## src/rtl/decode_consts.svh

```systemverilog
`ifndef DECODE_CONSTS_SVH
`define DECODE_CONSTS_SVH

//////////////////////////////
// Datapath widths
//////////////////////////////

// Register and immediate width, fixed by RV32I
`define XLEN 32

// Program counter width seen by the stage
`define PC_W 16

// Register file address width
`define REG_W 5

// Exact ECALL instruction word
`define ECALL_WORD 32'h0000_0073

`endif

```

## src/rtl/decode_pkg.sv

```systemverilog
`include "decode_consts.svh"

package decode_pkg;

  //////////////////////////////
  // Encodings
  //////////////////////////////

  // RV32I major opcodes
  typedef enum logic [6:0] {
    LUI    = 7'b0110111,
    AUIPC  = 7'b0010111,
    JAL    = 7'b1101111,
    JALR   = 7'b1100111,
    BRANCH = 7'b1100011,
    LOAD   = 7'b0000011,
    STORE  = 7'b0100011,
    OP_IMM = 7'b0010011,
    OP     = 7'b0110011,
    SYSTEM = 7'b1110011
  } opcode_e;

  typedef enum logic [3:0] {
    ADD    = 4'd0,
    SUB    = 4'd1,
    SLL    = 4'd2,
    SLT    = 4'd3,
    SLTU   = 4'd4,
    XOR    = 4'd5,
    SRL    = 4'd6,
    SRA    = 4'd7,
    OR     = 4'd8,
    AND    = 4'd9,
    PASS_B = 4'd10
  } alu_op_e;

  // Zero code means no immediate, so an all-zero control is a bubble
  typedef enum logic [2:0] {
    IMM_NONE = 3'd0,
    IMM_I    = 3'd1,
    IMM_S    = 3'd2,
    IMM_B    = 3'd3,
    IMM_U    = 3'd4,
    IMM_J    = 3'd5
  } imm_fmt_e;

  typedef enum logic [1:0] {
    FWD_REG    = 2'd0,
    FWD_EX_MEM = 2'd1,
    FWD_MEM_WB = 2'd2
  } fwd_sel_e;

  //////////////////////////////
  // Stage boundaries
  //////////////////////////////

  typedef struct packed {
    alu_op_e    alu_op;
    logic       alu_src;
    logic       mem_read;
    logic       mem_write;
    logic       reg_write;
    logic [2:0] mem_size;
    logic       branch;
    logic       jal;
    logic       jalr;
    logic       auipc;
    logic       lui;
    logic       ecall;
    logic       uses_rs1;
    logic       uses_rs2;
    imm_fmt_e   imm_fmt;
  } ctrl_t;

  typedef struct packed {
    logic [`XLEN-1:0] instr;
    logic [`PC_W-1:0] pc;
    logic [`XLEN-1:0] rs1_data;
    logic [`XLEN-1:0] rs2_data;
    logic             valid;
  } if_id_t;

  typedef struct packed {
    logic              reg_write;
    logic              mem_read;
    logic [`REG_W-1:0] rd;
    logic [`XLEN-1:0]  result;
  } ex_mem_fwd_t;

  typedef struct packed {
    logic              reg_write;
    logic [`REG_W-1:0] rd;
    logic [`XLEN-1:0]  result;
  } mem_wb_fwd_t;

  typedef struct packed {
    ctrl_t             ctrl;
    logic [`REG_W-1:0] rs1;
    logic [`REG_W-1:0] rs2;
    logic [`REG_W-1:0] rd;
    logic [`XLEN-1:0]  rs1_data;
    logic [`XLEN-1:0]  rs2_data;
    logic [`XLEN-1:0]  imm;
    logic [`PC_W-1:0]  pc;
    logic              valid;
  } id_ex_t;

endpackage

```

## src/rtl/branch_unit.sv

```systemverilog
`timescale 1ns/1ps
`include "decode_consts.svh"

module branch_unit (
  input  decode_pkg::if_id_t   if_id,
  input  decode_pkg::ctrl_t    ctrl,
  input  logic [`XLEN-1:0]     imm,
  input  decode_pkg::fwd_sel_e sel1,
  input  decode_pkg::fwd_sel_e sel2,
  input  logic [`XLEN-1:0]     ex_mem_result,
  input  logic [`XLEN-1:0]     mem_wb_result,
  input  logic                 block,
  output logic                 taken,
  output logic [`PC_W-1:0]     target
);

  logic [`XLEN-1:0] op1, op2;
  logic [`XLEN-1:0] jalr_sum;
  logic [2:0]       funct3;
  logic             cond;
  logic             raw_taken;

  function automatic logic [`XLEN-1:0] fwd_mux(input decode_pkg::fwd_sel_e sel,
                                               input logic [`XLEN-1:0] reg_val,
                                               input logic [`XLEN-1:0] exm_val,
                                               input logic [`XLEN-1:0] mwb_val);
    logic [`XLEN-1:0] val;
    case (sel)
      decode_pkg::FWD_EX_MEM: val = exm_val;
      decode_pkg::FWD_MEM_WB: val = mwb_val;
      default: val = reg_val;
    endcase
    return val;
  endfunction

  assign op1    = fwd_mux(sel1, if_id.rs1_data, ex_mem_result, mem_wb_result);
  assign op2    = fwd_mux(sel2, if_id.rs2_data, ex_mem_result, mem_wb_result);
  assign funct3 = if_id.instr[14:12];

  //////////////////////////////
  // Condition and decision
  //////////////////////////////

  always_comb begin
    case (funct3)
      3'b000: cond = (op1 == op2);
      3'b001: cond = (op1 != op2);
      3'b100: cond = ($signed(op1) < $signed(op2));
      3'b101: cond = ($signed(op1) >= $signed(op2));
      3'b110: cond = (op1 < op2);
      3'b111: cond = (op1 >= op2);
      default: cond = 1'b0;
    endcase
  end

  assign raw_taken = ctrl.jal || ctrl.jalr || (ctrl.branch && cond);
  assign taken     = raw_taken && !block;

  // jalr clears bit 0 of the sum; others are pc relative
  assign jalr_sum = op1 + imm;
  assign target   = ctrl.jalr ? {jalr_sum[`PC_W-1:1], 1'b0} : if_id.pc + imm[`PC_W-1:0];

  // A taken decision comes from exactly one control-flow kind
  always_comb begin
    assert (!taken || $onehot({ctrl.branch, ctrl.jal, ctrl.jalr}))
      else $error("branch_unit: taken with mixed control");
  end

endmodule

```

## src/rtl/decode_control.sv

```systemverilog
`timescale 1ns/1ps
`include "decode_consts.svh"

module decode_control (
  input  logic [`XLEN-1:0] instr,
  output decode_pkg::ctrl_t ctrl
);

  decode_pkg::opcode_e opcode;
  logic [2:0]          funct3;
  logic                funct7_b5;

  // ALU function for OP and OP_IMM; SUB exists only in register form
  function automatic decode_pkg::alu_op_e alu_sel(input logic [2:0] f3, input logic alt,
                                                  input logic is_reg);
    decode_pkg::alu_op_e op;
    case (f3)
      3'd0: begin
        if (alt && is_reg) op = decode_pkg::SUB;
        else op = decode_pkg::ADD;
      end
      3'd1: op = decode_pkg::SLL;
      3'd2: op = decode_pkg::SLT;
      3'd3: op = decode_pkg::SLTU;
      3'd4: op = decode_pkg::XOR;
      3'd5: begin
        if (alt) op = decode_pkg::SRA;
        else op = decode_pkg::SRL;
      end
      3'd6: op = decode_pkg::OR;
      default: op = decode_pkg::AND;
    endcase
    return op;
  endfunction

  assign opcode    = decode_pkg::opcode_e'(instr[6:0]);
  assign funct3    = instr[14:12];
  assign funct7_b5 = instr[30];

  always_comb begin
    ctrl = '0;
    case (opcode)
      decode_pkg::LUI: begin
        ctrl.alu_op    = decode_pkg::PASS_B;
        ctrl.alu_src   = 1'b1;
        ctrl.reg_write = 1'b1;
        ctrl.lui       = 1'b1;
        ctrl.imm_fmt   = decode_pkg::IMM_U;
      end
      decode_pkg::AUIPC: begin
        ctrl.alu_src   = 1'b1;
        ctrl.reg_write = 1'b1;
        ctrl.auipc     = 1'b1;
        ctrl.imm_fmt   = decode_pkg::IMM_U;
      end
      decode_pkg::JAL: begin
        ctrl.reg_write = 1'b1;
        ctrl.jal       = 1'b1;
        ctrl.imm_fmt   = decode_pkg::IMM_J;
      end
      decode_pkg::JALR: begin
        ctrl.reg_write = 1'b1;
        ctrl.jalr      = 1'b1;
        ctrl.uses_rs1  = 1'b1;
        ctrl.imm_fmt   = decode_pkg::IMM_I;
      end
      decode_pkg::BRANCH: begin
        ctrl.branch   = 1'b1;
        ctrl.uses_rs1 = 1'b1;
        ctrl.uses_rs2 = 1'b1;
        ctrl.imm_fmt  = decode_pkg::IMM_B;
      end
      decode_pkg::LOAD: begin
        ctrl.alu_src   = 1'b1;
        ctrl.mem_read  = 1'b1;
        ctrl.reg_write = 1'b1;
        ctrl.mem_size  = funct3;
        ctrl.uses_rs1  = 1'b1;
        ctrl.imm_fmt   = decode_pkg::IMM_I;
      end
      decode_pkg::STORE: begin
        ctrl.alu_src   = 1'b1;
        ctrl.mem_write = 1'b1;
        ctrl.mem_size  = funct3;
        ctrl.uses_rs1  = 1'b1;
        ctrl.uses_rs2  = 1'b1;
        ctrl.imm_fmt   = decode_pkg::IMM_S;
      end
      decode_pkg::OP_IMM: begin
        ctrl.alu_op    = alu_sel(funct3, funct7_b5, 1'b0);
        ctrl.alu_src   = 1'b1;
        ctrl.reg_write = 1'b1;
        ctrl.uses_rs1  = 1'b1;
        ctrl.imm_fmt   = decode_pkg::IMM_I;
      end
      decode_pkg::OP: begin
        ctrl.alu_op    = alu_sel(funct3, funct7_b5, 1'b1);
        ctrl.reg_write = 1'b1;
        ctrl.uses_rs1  = 1'b1;
        ctrl.uses_rs2  = 1'b1;
      end
      // Only the exact ECALL word is recognised
      decode_pkg::SYSTEM: ctrl.ecall = (instr == `ECALL_WORD);
      default: ctrl = '0;
    endcase
  end

endmodule

```

## src/rtl/decode_stage.sv

```systemverilog
`timescale 1ns/1ps
`include "decode_consts.svh"

module decode_stage (
  input  logic                    bus,
  input  logic                    rst_n,
  input  logic                    hold,
  input  decode_pkg::if_id_t      if_id,
  input  decode_pkg::ex_mem_fwd_t ex_mem,
  input  decode_pkg::mem_wb_fwd_t mem_wb,
  output decode_pkg::id_ex_t      id_ex,
  output logic                    stall,
  output logic                    branch_taken,
  output logic [`PC_W-1:0]        branch_target
);

  decode_pkg::ctrl_t    ctrl;
  decode_pkg::fwd_sel_e sel1, sel2;
  logic [`XLEN-1:0]     imm;
  logic [`REG_W-1:0]    rs1, rs2, rd;
  logic                 hz_stall;
  logic                 flush_q;
  logic                 block;

  assign rs1 = if_id.instr[19:15];
  assign rs2 = if_id.instr[24:20];
  assign rd  = if_id.instr[11:7];

  decode_control decode_control_i (
    .instr (if_id.instr),
    .ctrl  (ctrl)
  );

  imm_gen imm_gen_i (
    .instr (if_id.instr),
    .fmt   (ctrl.imm_fmt),
    .imm   (imm)
  );

  hazard_unit hazard_unit_i (
    .rs1    (rs1),
    .rs2    (rs2),
    .ctrl   (ctrl),
    .id_ex  (id_ex),
    .ex_mem (ex_mem),
    .mem_wb (mem_wb),
    .stall  (hz_stall),
    .sel1   (sel1),
    .sel2   (sel2)
  );

  // A flushed slot never waits, otherwise the held wrong-path word would survive
  assign stall = hz_stall && !flush_q;
  assign block = stall || flush_q;

  branch_unit branch_unit_i (
    .if_id         (if_id),
    .ctrl          (ctrl),
    .imm           (imm),
    .sel1          (sel1),
    .sel2          (sel2),
    .ex_mem_result (ex_mem.result),
    .mem_wb_result (mem_wb.result),
    .block         (block),
    .taken         (branch_taken),
    .target        (branch_target)
  );

  //////////////////////////////
  // ID/EX register and flush
  //////////////////////////////

  always_ff @(posedge bus) begin
    if (!rst_n) begin
      id_ex.ctrl  <= '0;
      id_ex.valid <= 1'b0;
      flush_q     <= 1'b0;
    end else if (!hold) begin
      flush_q  <= branch_taken;
      id_ex.pc <= if_id.pc;
      if (!stall && !flush_q && if_id.valid) begin
        id_ex.ctrl     <= ctrl;
        id_ex.rs1      <= rs1;
        id_ex.rs2      <= rs2;
        id_ex.rd       <= rd;
        id_ex.rs1_data <= if_id.rs1_data;
        id_ex.rs2_data <= if_id.rs2_data;
        id_ex.imm      <= imm;
        id_ex.valid    <= 1'b1;
      end else begin
        // Bubble
        id_ex.ctrl     <= '0;
        id_ex.rs1      <= '0;
        id_ex.rs2      <= '0;
        id_ex.rd       <= '0;
        id_ex.rs1_data <= '0;
        id_ex.rs2_data <= '0;
        id_ex.imm      <= '0;
        id_ex.valid    <= 1'b0;
      end
    end
  end

  // An empty slot must not write or touch memory downstream
  a_bubble_quiet : assert property (@(posedge bus) disable iff (!rst_n)
    !id_ex.valid |-> !(id_ex.ctrl.reg_write || id_ex.ctrl.mem_read || id_ex.ctrl.mem_write))
    else $error("decode_stage: bubble carries write or memory control");

endmodule

```

## src/rtl/hazard_unit.sv

```systemverilog
`timescale 1ns/1ps
`include "decode_consts.svh"

module hazard_unit (
  input  logic [`REG_W-1:0]     rs1,
  input  logic [`REG_W-1:0]     rs2,
  input  decode_pkg::ctrl_t       ctrl,
  input  decode_pkg::id_ex_t      id_ex,
  input  decode_pkg::ex_mem_fwd_t ex_mem,
  input  decode_pkg::mem_wb_fwd_t mem_wb,
  output logic                  stall,
  output decode_pkg::fwd_sel_e    sel1,
  output decode_pkg::fwd_sel_e    sel2
);

  logic rs1_live, rs2_live;
  logic rs1_idex, rs2_idex;
  logic rs1_exmem, rs2_exmem;
  logic resolve;
  logic load_use, br_alu, br_load;

  // Youngest producer wins; a load in EX/MEM has no result yet
  function automatic decode_pkg::fwd_sel_e fwd_pick(input logic [`REG_W-1:0] src,
                                                    input decode_pkg::ex_mem_fwd_t exm,
                                                    input decode_pkg::mem_wb_fwd_t mwb);
    decode_pkg::fwd_sel_e sel;
    sel = decode_pkg::FWD_REG;
    if (src != '0 && exm.reg_write && !exm.mem_read && exm.rd == src) begin
      sel = decode_pkg::FWD_EX_MEM;
    end else if (src != '0 && mwb.reg_write && mwb.rd == src) begin
      sel = decode_pkg::FWD_MEM_WB;
    end
    return sel;
  endfunction

  assign rs1_live  = ctrl.uses_rs1 && (rs1 != '0);
  assign rs2_live  = ctrl.uses_rs2 && (rs2 != '0);
  assign rs1_idex  = rs1_live && (rs1 == id_ex.rd);
  assign rs2_idex  = rs2_live && (rs2 == id_ex.rd);
  assign rs1_exmem = rs1_live && (rs1 == ex_mem.rd);
  assign rs2_exmem = rs2_live && (rs2 == ex_mem.rd);

  // Branches and jalr need their operands in this cycle
  assign resolve  = ctrl.branch || ctrl.jalr;
  assign load_use = (rs1_idex || rs2_idex) && id_ex.ctrl.mem_read;
  assign br_alu   = resolve && (rs1_idex || rs2_idex) && id_ex.ctrl.reg_write;
  assign br_load  = resolve && (rs1_exmem || rs2_exmem) && ex_mem.mem_read;
  assign stall    = load_use || br_alu || br_load;

  assign sel1 = fwd_pick(rs1, ex_mem, mem_wb);
  assign sel2 = fwd_pick(rs2, ex_mem, mem_wb);

  // A stall always traces back to a real destination, never x0
  always_comb begin
    assert (!stall || id_ex.rd != '0 || ex_mem.rd != '0)
      else $error("hazard_unit: stall raised on register zero");
  end

endmodule

```

## src/rtl/imm_gen.sv

```systemverilog
`timescale 1ns/1ps
`include "decode_consts.svh"

module imm_gen (
  input  logic [`XLEN-1:0]  instr,
  input  decode_pkg::imm_fmt_e fmt,
  output logic [`XLEN-1:0]  imm
);

  logic sign;

  assign sign = instr[31];

  // Bit scatter per RV32I format, sign from bit 31
  always_comb begin
    case (fmt)
      decode_pkg::IMM_I: imm = {{20{sign}}, instr[31:20]};
      decode_pkg::IMM_S: imm = {{20{sign}}, instr[31:25], instr[11:7]};
      decode_pkg::IMM_B: begin
        imm = {{19{sign}}, instr[31], instr[7], instr[30:25], instr[11:8], 1'b0};
      end
      decode_pkg::IMM_U: imm = {instr[31:12], 12'h000};
      decode_pkg::IMM_J: begin
        imm = {{11{sign}}, instr[31], instr[19:12], instr[20], instr[30:21], 1'b0};
      end
      default: imm = '0;
    endcase
  end

endmodule

```

## config.mk

```make
export PLATFORM = sky130hd
export DESIGN_NAME = decode_stage
export DESIGN_NICKNAME = d
export VERILOG_FILES = /design/src/rtl/decode_pkg.sv /design/src/rtl/branch_unit.sv /design/src/rtl/decode_control.sv /design/src/rtl/decode_stage.sv /design/src/rtl/hazard_unit.sv /design/src/rtl/imm_gen.sv
export VERILOG_INCLUDE_DIRS = /design/src /design/src/rtl
export SDC_FILE = /design/constraint.sdc
export NUM_CORES = 1
export LEC_CHECK = 0
export BUFFER_PORTS_ARGS = -buffer_cell sky130_fd_sc_hd__buf_4
export CORE_MARGIN = 2
export CORE_UTILIZATION = 46
export CTS_CLUSTER_SIZE = 12
export DETAILED_ROUTE_END_ITERATION = 8
export PLACE_DENSITY_LB_ADDON = 0.3
export SLEW_MARGIN = 20
export SYNTH_ARGS = -nofsm -noshare
export SYNTH_HDL_FRONTEND = slang
export SYNTH_HIERARCHICAL = 1
export SYNTH_SLANG_ARGS = --single-unit
```

## constraint.sdc

```tcl
create_clock -name bus -period 6.5 [get_ports bus]
set_input_delay 1.3 -clock bus [delete_from_list [all_inputs] [get_ports bus]]
set_output_delay 1.3 -clock bus [all_outputs]
set_load 0.005 [all_outputs]
```

==> results.cfg <==
[cts]
cts_tree = built
cts.clk_slew.worst_paths_ps = 60
insertion_delay_ps = 450
cts_max_path_buffers = 2
cts_root_buf = clkbuf_16
holdBufCountCts = 0
cts_buffers = 17
cts_num_sinks = 151
cts_max_level = 4

[synthesis]
ys_seq_elements = 151
ys_warn_count = 6
synth_edf_count = 127
synth_top_family_by_area = compound AO/OA/AOI/OAI gates
yosys-mux-area-fraction = 0.00514
synth_compound_area_frac = 0.209
ys_types = 70
synth-adder-area-share = 0.0855
synth_top_area_share = 0.382
synthesis.nets = 1276
synth-seq-area-share = 0.430
synth_async_sr_flop_share = 0
synth-xor-area-share = 0.0483
ys.flop_type = edfxtp_1
syn_area_per_cell_um2 = 9.82
yosysTopAreaCell = edfxtp_1
synth.area.top_cells = edfxtp_1, ha_1, and2_1
synth_simple_gate_area_frac = 0.188
synth_cells = 1016
netlist_area_um2 = 9980

[global_route]
grt_start_max_net_pins = 84
antenna_found_initial = 0
first_global_vias = 9663
gr-usage-all-layers = 0.300
grt_pass1_wl_um = 52200
grt.overflow.total = 0

[critical_path]
reg2reg_slack_ps = 4010
cp_slowest_cell = or4_4
max_stage_delay_ps = 550
start_kind = input pin
crit_chain = buf_12, or4_4, nor2_4, nor2_4, buf_6, ha_4, buf_12, buf_6, a22oi_2, nor2_1, a21oi_1, ha_1, a21o_1, a21o_1, a21oi_1, o21a_1, o21ai_2, nor3b_2, o2bb2ai_2, buf_4, a311oi_2, o31ai_1, buf_4, buf_6
cp-end-kind = primary output
worst_r2r_startpoint = id_ex[114]$_SDFFCE_PN0P_
path_class = in2out
path_max_fanout = 6
crit_required_ps = 5200
cpMostUsedCell = buf_6
crit_buf_inv = 7
crit_arrival_ps = 5310
critPathTopFamily = compound AO/OA/AOI/OAI gates
reg2regPathDepth = 7
timing.rr.end = id_ex[51]$_SDFFCE_PN0P_

[drt]
viasPerCell = 5.84
firstDrtPassIters = 6
drc_errors = 0
dr.first_iter.drc_count = 917
drt-total-wl_um = 38300
wl_per_cell_um = 21.3
drtAntennaViolNets = 0
via_count = 10492

[layout]
n_fill_cell = 1480
layout_commonest_cell = buf_4
postLayoutCoreUtil = 0.741
final_cell_mix = buf_4, edfxtp_1, and2_1
drive_above_1_share = 0.455
layout.nets = 1770
diodes = 0
syn2layout_area_growth_pct = 57.0

[sta]
skew_ps = 16.4
finalSetupViolations = 2
post-route-min-period_ps = 6610
clock.fmax_mhz = 151
worst_slack_ps = -115
hold_viol = 0
timing.final.crit_share = 1.02
report.final.slew_viol_count = 0
worstMarginPinSlew_ps = 882
grt_setup_unrepaired = yes
maxSlewHeadroom = 0.412
setup_tns_ps = -116

[die]
die_area_um2 = 22900
fp.dieH_um = 151
row_count = 53
io_pins = 361
core_area_um2 = 21200
initial_core_util = 0.472
die_w_um = 151

[power_and_ir_drop]
netSwitchingFraction = 0.262
clkPwrFrac = 0.388
total_power_mw = 2.86
seq_power_share = 0.393
p_sw_uw = 750
power_density_nw_per_um2 = 182
power.internal_mw = 2.11
p_leak_nw = 6.65
vdd_drop_max_mv = 0.172
comb_power_share = 0.218

[hold_path]
hold_end = id_ex[137]$_SDFFE_PN0N_
hold_start = id_ex[137]$_SDFFE_PN0N_
hold_depth = 1
min_path_type = reg2reg

[place]
portBuffers = 360
gp_congestion = 0.922
hpwl_um = 26900

[run_status]
violations = setup timing
status = finished with violations

[run]
maxCapViolations = 0
[sequential cells by signal, summed over array words and instances, names as in the netlist]
register / count
flush_q: 1
id_ex: 150
[routing by layer]
| metal | GRT usage | part of all wire |
|---|---|---|
| met1 | 0.371 | 0.37 |
| met2 | 0.519 | 0.50 |
| met3 | 0.0657 | 0.090 |
| met4 | 0.103 | 0.044 |
| met5 | 0 | 0 |
[kinds of logic after synthesis]
family	Yosys count
simple gates	344
compound gates	315
flops	151
buf+inv	79
fa+ha+maj	67
xor+xnor	55
mux	5
[synth_stat cells, drive strengths merged (5+ instances only)]
cell and n:
clkbuf 35, a22oi 66, nand3 8, nand4 12, dfxtp 24, a21o 32, inv 20, nand2 75
buf 24, nor4 7, a21oi 72, edfxtp 127, o21a 8, o21ai 76, a32o 22, xnor2 26
a211o 5, nor3b 6, nor3 12, ha 65, a211oi 5, and2 125, nor2b 13, nor2 64
xor2 29
[through the flow]
| stage | std cells | setup slack (ps) | cell area (um^2) | hold slack (ps) |
|---|---|---|---|---|
| after floorplan | 1016 | 17.7 | 9980 | 466 |
| after detailed placement | 1727 | -283 | 13900 | 457 |
| after global placement | 1727 | -246 | 13900 | 450 |
| after CTS | 1767 | -45.1 | 14800 | 472 |
| final | 1797 | -115 | 15700 | 475 |
| after global routing | 1797 | -306 | 15700 | 504 |
[power groups by stage]
stage	Combinational, mW	Clock, mW	Sequential (mW)
global placement	0.536	0	1.14
detailed placement	0.546	0	1.15
floorplan	0.213	0	1.15
finish	0.624	1.11	1.12
CTS	0.563	1.11	1.12
global route	0.667	1.15	1.13
[worst register-to-register path, delay by kind of cell, from the launching register on]
kind	cells	cell delay [ps]
AND/OR/NAND/NOR	3	720
flip-flops	1	450
buffers and inverters	1	330
AO/OA/AOI/OAI	2	560
XOR/XNOR	1	170
[how the worst max path moves through the flow]
stage	start	end	slack [ps]	cells after the start
global placement	if_id[97]	branch_target[14]	-250	23
floorplan	if_id[97]	branch_target[15]	20	19
global route	if_id[96]	branch_target[12]	-310	25
detailed placement	if_id[99]	branch_taken	-280	22
finish	if_id[105]	branch_taken	-110	24
CTS	ex_mem[35]	branch_taken	-50	26
[what timing repair did]
action | 4_1_cts | 5_1_grt
gates cloned | 0 | 4
gates resized for setup | 48 | 122
hold endpoints to repair | 0 | 0
buffers inserted | 9 | 28
pin swaps | 18 | 71
setup endpoints to repair | 6 | 8
[layout make-up]
cell class	instances	area, um^2	area share
tap	275	344	0.0220
timing repair buffer	534	4300	0.275
clock buffer	17	425	0.0272
inverter	20	75.1	0.00479
multi-input combinational	786	6020	0.384
clock inverter	14	206	0.0132
sequential	151	4290	0.274
Power figures use the tool's default switching activity.
